<file path="config.mk">
export PLATFORM = sky130hd
export DESIGN_NAME = desc_ring_ctrl
export DESIGN_NICKNAME = d
export VERILOG_FILES = /design/src/design/desc_pkg.sv /design/src/design/desc_ring_ctrl.sv
export SDC_FILE = /design/constraint.sdc
export NUM_CORES = 1
export LEC_CHECK = 0
export BUFFER_PORTS_ARGS = -buffer_cell sky130_fd_sc_hd__clkbuf_2
export CAP_MARGIN = 25
export CORE_AREA = 8 8 155 157
export DETAILED_ROUTE_END_ITERATION = 6
export DIE_AREA = 0 0 163 165
export GPL_TIMING_DRIVEN = 0
export HOLD_SLACK_MARGIN = 0.05
export PLACE_DENSITY_LB_ADDON = 0.12
export SYNTH_ARGS = -nofsm -noshare
export SYNTH_HDL_FRONTEND = slang
export SYNTH_SLANG_ARGS = --single-unit
</file>
<file path="constraint.sdc">
create_clock -name clk -period 2.1 [get_ports clk]
set_input_delay 0.105 -clock clk [delete_from_list [all_inputs] [get_ports clk]]
set_output_delay 0.105 -clock clk [all_outputs]
set_load 0.02 [all_outputs]
</file>
<file path="src/design/desc_pkg.sv">
// Descriptor types for the host-to-card queue, regular and stored formats
// Counter, pointer and index words, status flags and format conversions
`default_nettype none

package desc_pkg;

   // Wrap bit position in the pointer status words
   localparam int PTR_WRAP_BIT = 15;

   typedef logic [31:0] cnt_t;
   typedef logic [15:0] ptr_reg_t;
   typedef logic [PTR_WRAP_BIT-1:0] ring_idx_t;
   typedef logic [63:0] dma_addr_t;
   typedef logic [31:0] dma_len_t;
   typedef logic [7:0] user_t;

   // Regular descriptor as seen by the host
   typedef struct packed {
      logic [21:0] reserved;
      user_t       user;
      logic        spb;
      logic        eop;
      dma_addr_t   src_addr;
      dma_len_t    len;
   } host_desc_t;

   // Stored form, reserved bits stripped
   typedef struct packed {
      user_t     user;
      logic      spb;
      logic      eop;
      dma_addr_t src_addr;
      dma_len_t  len;
   } sav_desc_t;

   typedef struct packed {
      logic oflow;
      logic uflow;
      logic full;
      logic empty;
   } desc_status_t;

   function automatic sav_desc_t to_sav(input host_desc_t d);
      sav_desc_t s;
      s.user     = d.user;
      s.spb      = d.spb;
      s.eop      = d.eop;
      s.src_addr = d.src_addr;
      s.len      = d.len;
      return s;
   endfunction

   function automatic host_desc_t from_sav(input sav_desc_t s);
      host_desc_t d;
      d.reserved = '0;
      d.user     = s.user;
      d.spb      = s.spb;
      d.eop      = s.eop;
      d.src_addr = s.src_addr;
      d.len      = s.len;
      return d;
   endfunction

endpackage

`default_nettype wire

</file>
<file path="src/design/desc_ring_ctrl.sv">
// Host write pipeline and ring pointers with full, empty and overflow flags
// RAM port arbitration between host, CSR and prefetch
`default_nettype none

module desc_ring_ctrl #(
   parameter int DESC_DEPTH = 64,
   localparam int IDX_W = $clog2(DESC_DEPTH)
) (
   input  logic                 clk,
   input  logic                 rst_n,
   input  logic                 host_wr,
   input  desc_pkg::host_desc_t host_desc,
   output logic                 host_wr_q,
   input  logic                 csr_wr_pend,
   input  logic                 csr_rd_pend,
   input  desc_pkg::ring_idx_t  csr_addr,
   input  desc_pkg::sav_desc_t  csr_wdata,
   output logic                 csr_wr_grant,
   output logic                 csr_rd_grant,
   input  logic                 ram_pop,
   output logic                 ram_empty,
   output logic                 full,
   output logic                 oflow,
   output desc_pkg::ptr_reg_t   wr_ptr,
   output desc_pkg::ptr_reg_t   rd_ptr,
   output logic                 ram_wr_en,
   output logic [IDX_W-1:0]     ram_wr_addr,
   output desc_pkg::sav_desc_t  ram_wr_data,
   output logic                 ram_rd_en,
   output logic [IDX_W-1:0]     ram_rd_addr
);
   import desc_pkg::*;

   typedef logic [IDX_W-1:0] idx_t;
   // Wrap bit on top of the index
   typedef logic [IDX_W:0] ptr_t;

   logic      host_wr_d;
   sav_desc_t host_desc_d;
   ptr_t      wr_q;
   ptr_t      rd_q;
   ptr_t      wr_nxt;
   ptr_t      rd_nxt;
   idx_t      csr_idx;

   function automatic ptr_t ptr_inc(input ptr_t p);
      ptr_t q;
      q = p;
      if (p[IDX_W-1:0] == idx_t'(DESC_DEPTH - 1)) begin
         q[IDX_W-1:0] = '0;
         q[IDX_W]     = ~p[IDX_W];
      end else begin
         q[IDX_W-1:0] = p[IDX_W-1:0] + 1'b1;
      end
      return q;
   endfunction

   always_ff @(posedge clk) begin
      if (!rst_n) begin
         host_wr_d <= 1'b0;
      end else begin
         host_wr_d <= host_wr;
      end
   end

   always_ff @(posedge clk) begin
      if (host_wr) begin
         host_desc_d <= to_sav(host_desc);
      end
   end

   // A write that finds the ring full is dropped
   assign host_wr_q = host_wr_d & ~full;
   assign wr_nxt    = ptr_inc(wr_q);
   assign rd_nxt    = ptr_inc(rd_q);
   assign csr_idx   = csr_addr[IDX_W-1:0];

   always_ff @(posedge clk) begin
      if (!rst_n) begin
         wr_q      <= '0;
         rd_q      <= '0;
         full      <= 1'b0;
         ram_empty <= 1'b1;
         oflow     <= 1'b0;
      end else begin
         if (host_wr_q) begin
            wr_q <= wr_nxt;
         end
         if (ram_pop) begin
            rd_q <= rd_nxt;
         end
         if (host_wr_q && !ram_pop) begin
            full      <= (wr_nxt[IDX_W] != rd_q[IDX_W]) &&
                         (wr_nxt[IDX_W-1:0] == rd_q[IDX_W-1:0]);
            ram_empty <= 1'b0;
         end else if (ram_pop && !host_wr_q) begin
            full      <= 1'b0;
            ram_empty <= (rd_nxt == wr_q);
         end
         oflow <= host_wr_d & full;
      end
   end

   // Host owns the write port, prefetch owns the read port
   assign csr_wr_grant = csr_wr_pend & ~host_wr_d;
   assign ram_wr_en    = host_wr_q | csr_wr_grant;
   assign ram_wr_addr  = host_wr_q ? wr_q[IDX_W-1:0] : csr_idx;
   assign ram_wr_data  = host_wr_q ? host_desc_d : csr_wdata;

   assign csr_rd_grant = csr_rd_pend & ~ram_pop;
   assign ram_rd_en    = ram_pop | csr_rd_grant;
   assign ram_rd_addr  = ram_pop ? rd_q[IDX_W-1:0] : csr_idx;

   always_comb begin
      wr_ptr               = '0;
      wr_ptr[IDX_W-1:0]    = wr_q[IDX_W-1:0];
      wr_ptr[PTR_WRAP_BIT] = wr_q[IDX_W];
      rd_ptr               = '0;
      rd_ptr[IDX_W-1:0]    = rd_q[IDX_W-1:0];
      rd_ptr[PTR_WRAP_BIT] = rd_q[IDX_W];
   end

   // Flags agree with the pointer distance, so full and empty never meet
   a_flags_match_ptrs: assert property (@(posedge clk) disable iff (!rst_n)
      (ram_empty == (wr_q == rd_q)) &&
      (full == ((wr_q[IDX_W] != rd_q[IDX_W]) &&
                (wr_q[IDX_W-1:0] == rd_q[IDX_W-1:0]))))
      else $error("ring flags disagree with the pointers");

endmodule

`default_nettype wire

</file>
* Yosys cells after proc, flatten, opt, wreduce, memory -nomap -nowiden
Cells that the tools add are included.
** Storage, ports and cells
- Memories :: 0
- Memory bits (read-only) :: 0
- Register bits :: 124
- Latch bits :: 0
- Memory bits (writable) :: 0
- Word-level logic and storage cells :: 46
- Input port bits :: 255
- Output and inout bits :: 158
** Cells by class
- Multiplexer cells :: 11
- Shift-type cells :: 0
- Reduce and logical (&&, ||, !) cells :: 6
- Divide/modulo/power cells :: 0
- Equal/unequal tests :: 5
- Order comparisons :: 0
- Bitwise logic cells :: 11
- Add/subtract/negate cells :: 2
- Multiply operators :: 0
** Operators by type and width (count)
- $mux 106 :: 1
- $mux 6 :: 4
- $add 6x1->6 const B :: 2
- $eq 6x6->1 const B :: 2
- $eq 7x7->1 :: 1
- $eq 6x6->1 :: 1
- $mux 1 :: 6
- $not 1->1 :: 5
- $and 1x1->1 :: 4
- $logic_and 1x1->1 :: 3
- $logic_not 1->1 :: 2
- $or 1x1->1 :: 2
- $reduce_bool 2->1 :: 1
- $ne 1x1->1 :: 1

* Depth between registers and ports, before layout
Gate-level depths: netlist (run 1).
- Word-level depth :: 6
- Mapped depth :: 10
- Depth with buffers taken out :: 7

* Worst setup path before layout (run 1)
OpenSTA, ideal clock, no wires.
- Path type :: reg2reg
- From :: register full
- To :: register ram_empty
- Buffers on the path :: 3
- Required time :: 2004 ps
- Library setup time :: 96 ps
- Period minus slack after synthesis :: 2445 ps
- Setup slack :: -345 ps
- Stages on the path, launching flop included :: 9
- Arrival :: 2349 ps
- Cells stage by stage :: dfxtp_1 nand2b_1 clkbuf_1 inv_1 buf_2 buf_1 ha_1 or3_1 o41ai_2
** On the way
- Longest elaborated chain between the ends :: 5
- Elaborated cells between the ends (all ways) :: 7
- Classes of those cells :: mux: 1; bitwise: 2; reduce/logical: 4
** RTL lines
- from (decl) :: line desc_ring_ctrl.sv:22 : output logic full,
- from (signal assigned) :: line desc_ring_ctrl.sv:93 : full <= (wr_nxt[IDX_W] != rd_q[IDX_W]) &&
- $not 1->1 * :: line desc_ring_ctrl.sv:73 : assign host_wr_q = host_wr_d & ~full;
- $and 1x1->1 * :: line desc_ring_ctrl.sv:73
- via host_wr_q :: line desc_ring_ctrl.sv:13 : output logic host_wr_q,
- $logic_not 1->1 :: line desc_ring_ctrl.sv:96 : end else if (ram_pop && !host_wr_q) begin
- $logic_and 1x1->1 :: line desc_ring_ctrl.sv:96
- $reduce_bool 2->1 (no line)
- to (signal assigned) :: line desc_ring_ctrl.sv:98 : ram_empty <= (rd_nxt == wr_q);
- to (decl) :: line desc_ring_ctrl.sv:21 : output logic ram_empty,
The timed path passes the listed nets; every way through them passes the cells marked *.
A chain may end at the register's enable or synchronous reset.

* Worst setup path after layout (run 1)
- From :: register full
- To :: register ram_empty
** On the way
- Longest elaborated chain between the ends :: 5
- Elaborated cells between the ends (all ways) :: 7
- Classes of those cells :: mux: 1; bitwise: 2; reduce/logical: 4
** RTL lines (line)
- $not 1->1 * :: desc_ring_ctrl.sv:73
- $and 1x1->1 * :: desc_ring_ctrl.sv:73
- $logic_not 1->1 :: desc_ring_ctrl.sv:96
- $logic_and 1x1->1 :: desc_ring_ctrl.sv:96
- $reduce_bool 2->1 (no line)
Every way passes the cells marked *; elsewhere a longest branch is shown, timed or not.

==> results of run 1 <==
==> worst max path at each step <==
stage,slack [ns],from,depth (start not counted),endpoint
floorplan,0.02,full,8,ram_empty
global placement,-0.50,host_wr,1,host_desc_d[49]
detailed placement,-0.32,full,7,ram_wr_data[91]
CTS,-0.001,full,8,ram_wr_data[28]
global route,0.02,full,8,ram_empty
finish,0.10,full,8,ram_empty
==> flip-flops by register name, summed over array words and instances, names as in the netlist <==
register     flops
host_desc_d    106
ram_empty        1
oflow            1
wr_q             7
full             1
host_wr_d        1
rd_q             7
==> final cells by class <==
cell class / count / area, um2
antenna: 2 / 5.005
buffer: 58 / 447.9
multi-input combinational: 473 / 2225
fill: 2143 / 11370
clock inverter: 14 / 145.1
tap: 280 / 350.3
sequential: 124 / 3545
clock buffer: 17 / 425.4
inverter: 4 / 15.01
timing repair buffer: 472 / 2962
==> worst max-delay path, delay by kind of cell, from the launching register on <==
family,cells,cell delay [ns]
flip-flops,1,0.36
adder cells (fa/ha/maj),1,0.24
buffers and inverters,4,0.52
AO/OA/AOI/OAI,1,0.27
AND/OR/NAND/NOR,2,0.51
==> routing by layer <==
layer | GRT usage (%) | routed length (um) | vias to the layer above
met5 | 0 | 0 | -
met4 | 5.379 | 290 | 0
met3 | 4.487 | 1421 | 17
met2 | 30.22 | 12340 | 201
met1 | 17.69 | 9035 | 2777
li1 | - | - | 3090
==> layout by cell type, fill, tap and decap left out, drive strengths merged, types with 5 or more instances in the layout <==
cell type	instances
dfxtp	18
edfxtp	106
xor2	5
xnor2	13
conb	18
a21boi	6
o21ai	7
mux2	6
nand3	7
nand4	6
a21oi	8
clkinv	6
inv	7
dlygate4sd3	106
nor2b	6
and2	8
buf	67
clkbuf	374
nand2	344
==> stage by stage <==
step	setup TNS, ns	setup WS, ns
3_3_place_gp	-59.76	-0.4992
3_5_place_dp	-6.608	-0.3182
4_1_cts	-0.001345	-0.001345
2_1_floorplan	0	0.01625
6_report	0	0.1036
5_1_grt	0	0.01594
==> cells by family (layout without fill, tap and decap cells) <==
logic type | count (synthesis) | count (layout) | share of synthesized area (%)
buffers and inverters | 64 | 565 | 5.571
flip-flops | 124 | 124 | 58.87
adder cells (fa/ha/maj) | 3 | 3 | 0.6236
XOR/XNOR | 18 | 18 | 2.744
multiplexers | 7 | 7 | 1.289
other | 1 | 20 | 0.06230
AND/OR/NAND/NOR | 393 | 393 | 26.54
AO/OA/AOI/OAI | 34 | 34 | 4.303
==> power by group through the flow <==
stage | logic [mW] | clock network, mW | registers (mW)
after floorplan | 0.623 | 0 | 2.96
after global placement | 1.18 | 0 | 2.97
after detailed placement | 1.19 | 0 | 2.97
after CTS | 1.39 | 2.94 | 2.92
after global routing | 1.52 | 3.04 | 2.93
final | 1.40 | 2.87 | 2.92
==> what timing repair did <==
item                                    4_1_cts  5_1_grt
endpoints found under the hold margin       106        0
resized for setup                            40       55
endpoints found under the setup margin      115       97
hold buffers                                106        0
setup buffers                                 3        1
cloned                                        0        1
==> impl_results.md, run 1 <==
- Logic gate share of total power: 19.4%
- CTS buffer count: 17
- H-tree levels: 4
- Initial antenna violation count: 2
- Hold Startpoint: rst_n
- Startpoint Class: flop
- Fin Hold WS: 0.1396 ns
- Die area: 26900 um2
- Synth cell count leaders: nand2_1 (344), edfxtp_1 (106), clkbuf_1 (21), buf_4 (18), dfxtp_1 (18)
- Sw Ratio: 27.27%
- Routed wire length: 23090 um
- Synthesis-stage register bit count: 124
- Vias after detailed routing: 6085
- Clock Sinks: between 100 and 150
- I/O Pins: 413
- Fmax: approximately 500 MHz
- Core area: 21490 um2
- Slowest cell delay on critical path: between 0.3 and 0.4 ns
- Hold Path Depth: 2
- Clk root buf: clkbuf_16
- Worst-path maximum fanout: 11
- WP data arrival: 2.31 ns
- Top cell type's share of synthesized area: 52.88%
- Fin. Hold Viols: 0
- Placed Instances: 1302
- Crit Path Category: reg2reg
- Netlist area before placement: between 6000 and 7000 um2
- TritonCTS clock tree: done
- Clk slew on worst S/H paths: 0.06 ns
- Final Max Slew Viols: 0
- Remaining DRCs: 0
- Sequential share of power: 40.6%
- Slowest CP cell: or3_1
- Number of port buffers: 361
- Final period util: 95.07%
- Synth unique cells: 49
- Antenna-violating nets left: 0
- Cell area power density: slightly above 700 nW/um2
- Most area-hungry cell type in the Yosys netlist: edfxtp_1
- WL/cell: 15.99 um
- Reg-to-reg endpoint: ram_empty
- Syn avg cell area: about 9.3 um2
- Reg2Reg Depth: 8
- Post-synthesis sequential area ratio: 58.87%
- Gr usage total: 16.34%
- Final Cell Area: 10120 um2
- Crit path time final: between 1.5 and 2 ns
- Switching pwr: 1.959 mW
- Detailed-router iteration count before antenna repair: 4
- Register-to-register setup slack: 0.10 ns
- Synth Instances: around 640
- First-pass GRT wire length: 33870 um
- Initial Util: 28.02%
- Starting DRT DRC Count: between 200 and 300
- Hold worst-path end: wr_q[1]
- Die Wd: 163 um
- Post-layout util: 47.10%
- MaxCap Viol Count: 0
- Rel. slew slack: 40.04%
- Clk_lat worst skew: 0.40 ns
- Standard-cell rows: between 50 and 60
- Cell Area, Placed: roughly 8300 um2
- Largest net degree at the start of global routing: 108
- Leakage power: between 5 and 6 nW
- Top FF cell, synth: edfxtp_1
- CTS Buffer Depth: 2
- Pwr Total: 7.183 mW
- Total gr overflow: 0
- Internal power: 5.225 mW
- Outcome: finished, final reports clean
- Area contributors post-synth: edfxtp_1 (53%), nand2_1 (21%), dfxtp_1 (6.0%)
- Final setup violation count: 0
- Detailed Place HPWL: 17930 um
- Peak supply drop: 0.0004840 V
- Layout area overhead: 68.11%
- # nets final: 1408
- FFs w/ async S/R, synth: 0%
- Req. time, crit path: 2.41 ns
- Most frequent cell after synthesis: nand2_1
- Hold Crit Class: in2reg
- DIE HEIGHT: 165 um
- Worst Setup End Kind: flop
- RSZ-0062 raised after global routing: false
- Vias in the first global route: 6555
- Worst Clk Skew: 0.007526 ns
- Layout cells sized above 1: approximately 40%
- Worst Tran Pin Value: ~0.90 ns
- Fin cells: 1444
- Worst r2r src: full
- YS warnings: 0
- EDFF count, synth: 106
- Vias/cell: 4.214
- Clock share of power: 40.0%
- GPL Wtd Cong: 0.8222
- Critical path cell sequence: nand2b_4 > buf_8 > inv_2 > clkbuf_4 > buf_12 > ha_4 > or3_1 > o41ai_2
Power figures use the tool's default switching activity.
==> inputs of run 2 (changes only) <==
Settings changed: BUFFER_PORTS_ARGS -buffer_cell sky130_fd_sc_hd__clkbuf_2 to not set, CORE_AREA 8 8 155 157 to 8 8 154 156, DIE_AREA 0 0 163 165 to 0 0 162 164, DONT_BUFFER_PORTS set to 1, SKIP_LAST_GASP set to 1.
==> run 2 against run 1 <==
Effect of this change:
- register-to-register slack got worse by 0.05 ns
- sequential share of layout area rose by 7.0 points
- first-iteration DRC count fell by 14%
- the run now ends with hold timing left
- power fell by 2.6%
- non-clock buffer count fell by 358
- combinational power fell by 29%
- cell area fell by 17%
- largest cell class unchanged
- highest routed layer unchanged
- largest power group is now clock
- final cell count fell by 25%
==> impl_results.md, run 2 (synthesis gave the netlist of run 1 again) <==
- Antenna-violating nets left: 0 (unchanged)
- Clk_lat worst skew: 0.41 ns (was 0.40 ns)
- Top reg by flops: host_desc_d (unchanged)
- # fillers: 2125 (was 2143)
- Layout area overhead: 40.32% (was 68.11%)
- Clk root buf: clkbuf_16 (unchanged)
- Number of port buffers: 0 (was 361)
- Slowest cell delay on critical path: 0.40 ns (was 0.38 ns)
- WL met2: 11330 um (was 12340 um)
- Routed wire length: 21470 um (was 23090 um)
- Max Used Layer: met4 (unchanged)
- Final setup violation count: 0 (unchanged)
- Cell Area, Placed: 6442 um2 (was 8258 um2)
- Top Registers: host_desc_d: 106 flops, rd_q: 7 flops, wr_q: 7 flops (unchanged)
- Slowest CP cell: dfxtp_4 (was or3_1)
- Die Wd: 162 um (was 163 um)
- GPL Wtd Cong: 0.7959 (was 0.8222)
- WL/cell: 19.80 um (was 15.99 um)
- Crit path time final: 2.043 ns (was 1.996 ns)
- Violated checks: hold timing
- Max reg flops: 106 (unchanged)
- Diode count: 0 (was 2)
- Worst-path maximum fanout: 7 (was 11)
- Final Max Slew Viols: 0 (unchanged)
- Core area: 21350 um2 (was 21490 um2)
- Crit Path Category: reg2reg (unchanged)
- Remaining DRCs: 0 (unchanged)
- Critical path cell sequence: nand2b_4 > buf_8 > inv_4 > buf_12 > buf_12 > ha_4 > or3_1 > o41ai_2 (was nand2b_4 > buf_8 > inv_2 > clkbuf_4 > buf_12 > ha_4 > or3_1 > o41ai_2)
- Worst path most repeated cell: buf_12
- First-pass GRT wire length: 30480 um (was 33870 um)
- Commonest non-fill, non-tap cells in the layout: nand2_1 (310), dlygate4sd3_1 (107), edfxtp_1 (106) (was nand2_1 (344), clkbuf_2 (340), dlygate4sd3_1 (106), edfxtp_1 (106), buf_4 (36))
- CTS buffer count: 17 (unchanged)
- Met1 Wirelength: 7844 um (was 9035 um)
- Post-place setup slack: -0.5091 ns (was -0.3182 ns)
- Die area: 26570 um2 (was 26900 um2)
- Layout cells sized above 1: 18.16% (was 40.19%)
- DIE HEIGHT: 164 um (was 165 um)
- Detailed Place HPWL: 16180 um (was 17930 um)
- Detailed-router iteration count before antenna repair: 5 (was 4)
- Vias/cell: 4.625 (was 4.214)
- Largest net degree at the start of global routing: 108 (unchanged)
- Initial antenna violation count: 0 (was 2)
- Clk slew on worst S/H paths: 0.06 ns (about the same)
- Final Cell Area: 8447 um2 (was 10120 um2)
- Req. time, crit path: 2.41 ns (about the same)
- Outcome: complete, but fails checks (was finished, final reports clean)
- Final Worst Setup Slack: 0.05683 ns (was 0.1036 ns)
- Total gr overflow: 0 (unchanged)
- Routed wl met3: 2069 um (was 1421 um)
- Leakage power: 3.601 nW (was 5.071 nW)
- Post-CTS Hold Buffers: 107 (was 106)
- Worst Setup End Kind: flop (unchanged)
- Final period util: 97.29% (was 95.07%)
- TritonCTS clock tree: done (unchanged)
- Fin Hold WS: -0.1889 ns (was 0.1396 ns)
- Vias in the first global route: 5474 (was 6555)
- Starting DRT DRC Count: 242 (was 282)
- Fmax: 489.4 MHz (was 500.9 MHz)
- Hold Crit Class: in2reg (unchanged)
- WP data arrival: 2.35 ns (was 2.31 ns)
- RSZ-0062 raised after global routing: true (was false)
- Fin. Hold Viols: 106 (was 0)
- # nets final: 1050 (was 1408)
- Startpoint Class: flop (unchanged)
- Rel. slew slack: 64.11% (was 40.04%)
- Commonest non-fill, non-tap cell in the layout: nand2_1 (unchanged)
- Gr usage total: 15.04% (was 16.34%)
- Worst Clk Skew: 0.004886 ns (was 0.007526 ns)
- MaxCap Viol Count: 0 (unchanged)
- Post-layout util: 39.56% (was 47.10%)
- Initial Util: 28.19% (was 28.02%)
- Peak supply drop: 0.0004870 V (was 0.0004840 V)
- Standard-cell rows: 54 (unchanged)
- Clock Sinks: 124 (unchanged)
- I/O Pins: 413 (unchanged)
- H-tree levels: 4 (unchanged)
- Vias after detailed routing: 5014 (was 6085)
- Worst Tran Pin Value: 0.5383 ns (was 0.8993 ns)
- Cell area power density: 828.3 nW/um2 (was 709.8 nW/um2)
- CTS Buffer Depth: 2 (unchanged)
run 2: cell count changes in the layout (fill, tap and decap cells not counted), moves of 5 or more:
cell and change:
buf_4 -13, nand2_1 -34, buf_2 -9, clkbuf_4 -5
clkbuf_2 -333, nand2_2 +32
run 2: worst max-delay path: cells and delay by family, from the launching register on:
kind / cells / cell delay, ns
and+or+nand+nor: 2 / 0.52
buffers and inverters: 4 / 0.48
DFF: 1 / 0.40
AOI/OAI and AO/OA: 1 / 0.28
adders and majority gates: 1 / 0.25
run 2: what timing repair did:
action | 4_1_cts | 5_1_grt
setup endpoints to repair | 115 | 106
setup buffers | 2 | 2
resized for setup | 81 | 11
cloned | 0 | 2
endpoints found under the hold margin | 213 | 106
pin swaps | 1 | 0
run 2: worst paths after layout:
check / from / end / slack, ns / cells past startpoint
min: host_wr / host_desc_d[85] / -0.19 / 0
max reg2reg: full / ram_empty / 0.06 / 8
max: full / ram_empty / 0.06 / 8
min reg2reg: host_wr_d / oflow / 0.56 / 1
run 2: cell type report:
| class | instances | area [um2] | share of cell area [%] |
|---|---|---|---|
| Buffer | 59 | 442.9 | 5.244 |
| Tap cell | 280 | 350.3 | 4.148 |
| Clock buffer | 17 | 425.4 | 5.036 |
| Clock inverter | 14 | 185.2 | 2.192 |
| Multi-Input combinational cell | 473 | 2325 | 27.52 |
| Sequential cell | 124 | 3550 | 42.02 |
| Timing Repair Buffer | 113 | 1151 | 13.63 |
| Inverter | 4 | 17.52 | 0.2074 |
run 2: power by group:
part | switching [mW] | leakage (nW) | internal [mW]
Sequential | 0.0614 | 1.19 | 2.86
Combinational | 0.641 | 2.12 | 0.351
Clock | 1.19 | 0.301 | 1.89
run 2: through the flow:
step | total power [mW] | cells | TNS, ns
2_1_floorplan | 3.584 | 661 | 0
4_1_cts | 7.082 | 1080 | -0.4323
6_report | 6.996 | 1084 | 0
3_3_place_gp | 3.731 | 941 | -18.95
5_1_grt | 7.264 | 1084 | -0.04536
3_5_place_dp | 3.734 | 941 | -19.35
run 2: routing by layer:
layer,vias to the layer above,track usage (%)
met1,2366,16.09
met5,-,0
met3,14,6.165
met2,263,26.78
li1,2371,-
met4,0,4.461
==> inputs of run 3 (changes only) <==
Clock period 2.1 ns to 2.25 ns, I/O delays scaled along.
==> run 3 against run 2 <==
Effect of this change:
- the run still ends with hold timing left
- critical path depth is the same
- hold slack gained 0.0090 ns
- worst setup slack gained 0.058 ns
- via count shrank 0.56%
- die area is the same
- clock skew is essentially flat
- first-iteration DRC count grew 9.9%
- non-clock buffer count shrank 5
- cell area shrank 2.3%
- combinational power shrank 8.5%
- utilization shrank 0.89 points
- global-route usage grew 0.39 points
- critical endpoint unchanged
- highest routed layer unchanged
==> impl_results.md, run 3 (synthesis gave the netlist of run 1 again) <==
- Reg2Reg Depth: 8 (unchanged)
- Cell area power density: 745.1 nW/um2 (was 828.3 nW/um2)
- Crit Path Category: reg2reg (unchanged)
- Initial Util: 28.19% (unchanged)
- Req. time, crit path: 2.57 ns (was 2.41 ns)
- CTS Buffer Depth: 2 (unchanged)
- # fillers: 2142 (was 2125)
- Hold worst-path end: host_desc_d[69] (was host_desc_d[85])
- Post-CTS Hold Buffers: 107 (unchanged)
- Outcome: complete, but fails checks (unchanged)
- Crit path time final: 2.135 ns (was 2.043 ns)
- Critical path cell sequence: nand2b_1 > clkbuf_8 > inv_1 > buf_8 > buf_8 > ha_4 > or3_1 > o41ai_2 (was nand2b_4 > buf_8 > inv_4 > buf_12 > buf_12 > ha_4 > or3_1 > o41ai_2)
- Slowest CP cell: dfxtp_4 (unchanged)
- Detailed-router iteration count before antenna repair: 4 (was 5)
- Hold Startpoint: host_wr (unchanged)
- Placed Instances: 941 (unchanged)
- Layout cells sized above 1: 17.50% (was 18.16%)
- # nets final: 1045 (was 1050)
- Clock share of power: 40.9% (was 44.0%)
- Clk slew on worst S/H paths: 0.06 ns (about the same)
- Worst path most repeated cell: buf_8 (was buf_12)
- H-tree levels: 4 (unchanged)
- Routed wire length: 21570 um (was 21470 um)
- First-pass GRT wire length: 31310 um (was 30480 um)
- MaxCap Viol Count: 0 (unchanged)
- Worst-path maximum fanout: 11 (was 7)
- Cell Area, Placed: 6436 um2 (was 6442 um2)
- Pwr Total: 6.152 mW (was 6.996 mW)
- Logic gate share of total power: 14.8% (was 14.2%)
- Final Max Slew Viols: 0 (unchanged)
- Final Cell Area: 8257 um2 (was 8447 um2)
- Standard-cell rows: 54 (unchanged)
- I/O Pins: 413 (unchanged)
- Vias/cell: 4.617 (was 4.625)
- Fin. Hold Viols: 106 (unchanged)
- Leakage power: 3.494 nW (was 3.601 nW)
- Hold Crit Class: in2reg (unchanged)
- Vias in the first global route: 5488 (was 5474)
- Largest net degree at the start of global routing: 108 (unchanged)
- Diode count: 0 (unchanged)
- Max reg flops: 106 (unchanged)
- Fin cells: 1080 (was 1084)
- Remaining DRCs: 0 (unchanged)
- Commonest non-fill, non-tap cells in the layout: nand2_1 (304), dlygate4sd3_1 (107), edfxtp_1 (106) (was nand2_1 (310), dlygate4sd3_1 (107), edfxtp_1 (106))
- Total gr overflow: 0 (unchanged)
- Register Area: 3547 um2 (was 3550 um2)
- Switching pwr: 1.744 mW (was 1.890 mW)
- Register-to-register setup slack: 0.12 ns (was 0.06 ns)
- Slowest cell delay on critical path: 0.38 ns (was 0.40 ns)
- Worst Tran Pin Value: 0.6638 ns (was 0.5383 ns)
- Fmax: 468.4 MHz (was 489.4 MHz)
- Violated checks: hold timing (unchanged)
- Layout area overhead: 37.16% (was 40.32%)
- Die Wd: 162 um (unchanged)
- Met1 Use GR: 16.12% (was 16.09%)
- Die area: 26570 um2 (unchanged)
- Peak supply drop: 0.0004444 V (was 0.0004870 V)
- Starting DRT DRC Count: 266 (was 242)
- Clk_lat worst skew: 0.41 ns (about the same)
- TritonCTS clock tree: done (unchanged)
- Worst Setup End Kind: flop (unchanged)
- Gr usage total: 15.43% (was 15.04%)
- Top Registers: host_desc_d: 106 flops, rd_q: 7 flops, wr_q: 7 flops (unchanged)
- Fin Hold WS: -0.1800 ns (was -0.1889 ns)
- Hold Path Depth: 0 (unchanged)
- Clk root buf: clkbuf_16 (unchanged)
- Rel. slew slack: 55.28% (was 64.11%)
- Final setup violation count: 0 (unchanged)
- Area of the multi-input gates: 2317 um2 (was 2325 um2)
- Worst r2r src: full (unchanged)
- Met3 usage: 5.414% (was 6.165%)
- Initial antenna violation count: 0 (unchanged)
- Vias after detailed routing: 4986 (was 5014)
- Core area: 21350 um2 (unchanged)
- WP data arrival: 2.45 ns (was 2.35 ns)
- CTS buffer count: 17 (unchanged)
- Sw Ratio: 28.35% (was 27.02%)
- RSZ-0062 raised after global routing: true (unchanged)
- WL/cell: 19.97 um (was 19.80 um)
- Clock Sinks: 124 (unchanged)
- Detailed Place HPWL: 16290 um (was 16180 um)
- DIE HEIGHT: 164 um (unchanged)
- Startpoint Class: flop (unchanged)
- Gr busiest metal: met2 (unchanged)
- Internal power: 4.408 mW (was 5.106 mW)
- Top reg by flops: host_desc_d (unchanged)
- Antenna-violating nets left: 0 (unchanged)
- Sequential share of power: 44.4% (was 41.8%)
- Reg-to-reg endpoint: ram_empty (unchanged)
- GPL Wtd Cong: 0.8064 (was 0.7959)
- Worst Clk Skew: 0.005036 ns (was 0.004886 ns)
- Number of port buffers: 0 (unchanged)
- Final period util: 94.88% (was 97.29%)
- Global-route met2 utilization: 28.43% (was 26.78%)
- Commonest non-fill, non-tap cell in the layout: nand2_1 (unchanged)
[run 3: cell types whose count changed in the layout (fill, tap and decap cells not counted), sizes merged]
cell	before	now
clkinv	6	4
clkinvlp	0	5
buf	45	42
bufinv	3	0
clkbuf	37	36
[run 3: area by class of cell]
type / count / area share, %
clock inverter: 14 / 1.349
clock buffer: 18 / 5.198
inverter: 4 / 0.1818
multi-input combinational: 473 / 28.06
timing repair buffer: 109 / 13.31
buffer: 58 / 4.698
sequential: 124 / 42.96
tap: 280 / 4.243
[run 3: worst max-delay path by stage]
stage	start	end
final	full	ram_empty
after global routing	full	ram_wr_data[60]
after CTS	full	ram_empty
after detailed placement	full	ram_empty
after global placement	full	ram_wr_data[91]
after floorplan	full	ram_empty
[run 3: per-layer routing]
metal / share of wire, % / vias to the layer above
li1: - / 2365
met1: 36 / 2373
met2: 54 / 228
met3: 7.7 / 20
met4: 1.6 / 0
met5: 0 / -
[run 3: what timing repair did]
item / 4_1_cts / 5_1_grt
endpoints found under the setup margin: 116 / 43
setup buffers: 2 / 0
hold endpoints to repair: 213 / 106
resized for setup: 34 / 41
[run 3: worst max-delay path, delay by kind of cell, from the launching register on]
kind,cells,cell delay [ns]
AND/OR/NAND/NOR,2,0.54
adder cells (fa/ha/maj),1,0.23
AO/OA/AOI/OAI,1,0.27
buffers and inverters,4,0.62
flip-flops,1,0.38
[run 3: stage by stage]
step / hold slack (ns) / util [%] / setup WS, ns / setup TNS, ns
2_1_floorplan: 0.2114 / - / 0.03427 / 0
3_3_place_gp: 0.2115 / 30.15 / -0.5940 / -23.03
3_5_place_dp: 0.2114 / 30.15 / -0.5984 / -22.97
4_1_cts: -0.2031 / 38.17 / -0.001775 / -0.001775
5_1_grt: -0.2146 / 38.67 / -0.008599 / -0.01574
6_report: -0.1800 / 38.67 / 0.1151 / 0
[run 3: power by group through the flow]
stage                     logic [mW]  clock network [mW]  registers, mW
after floorplan                0.580                   0           2.76
after global placement         0.712                   0           2.78
final                          0.908                2.51           2.73
after detailed placement       0.712                   0           2.78
after global routing           0.977                2.68           2.75
after CTS                      0.892                2.60           2.73
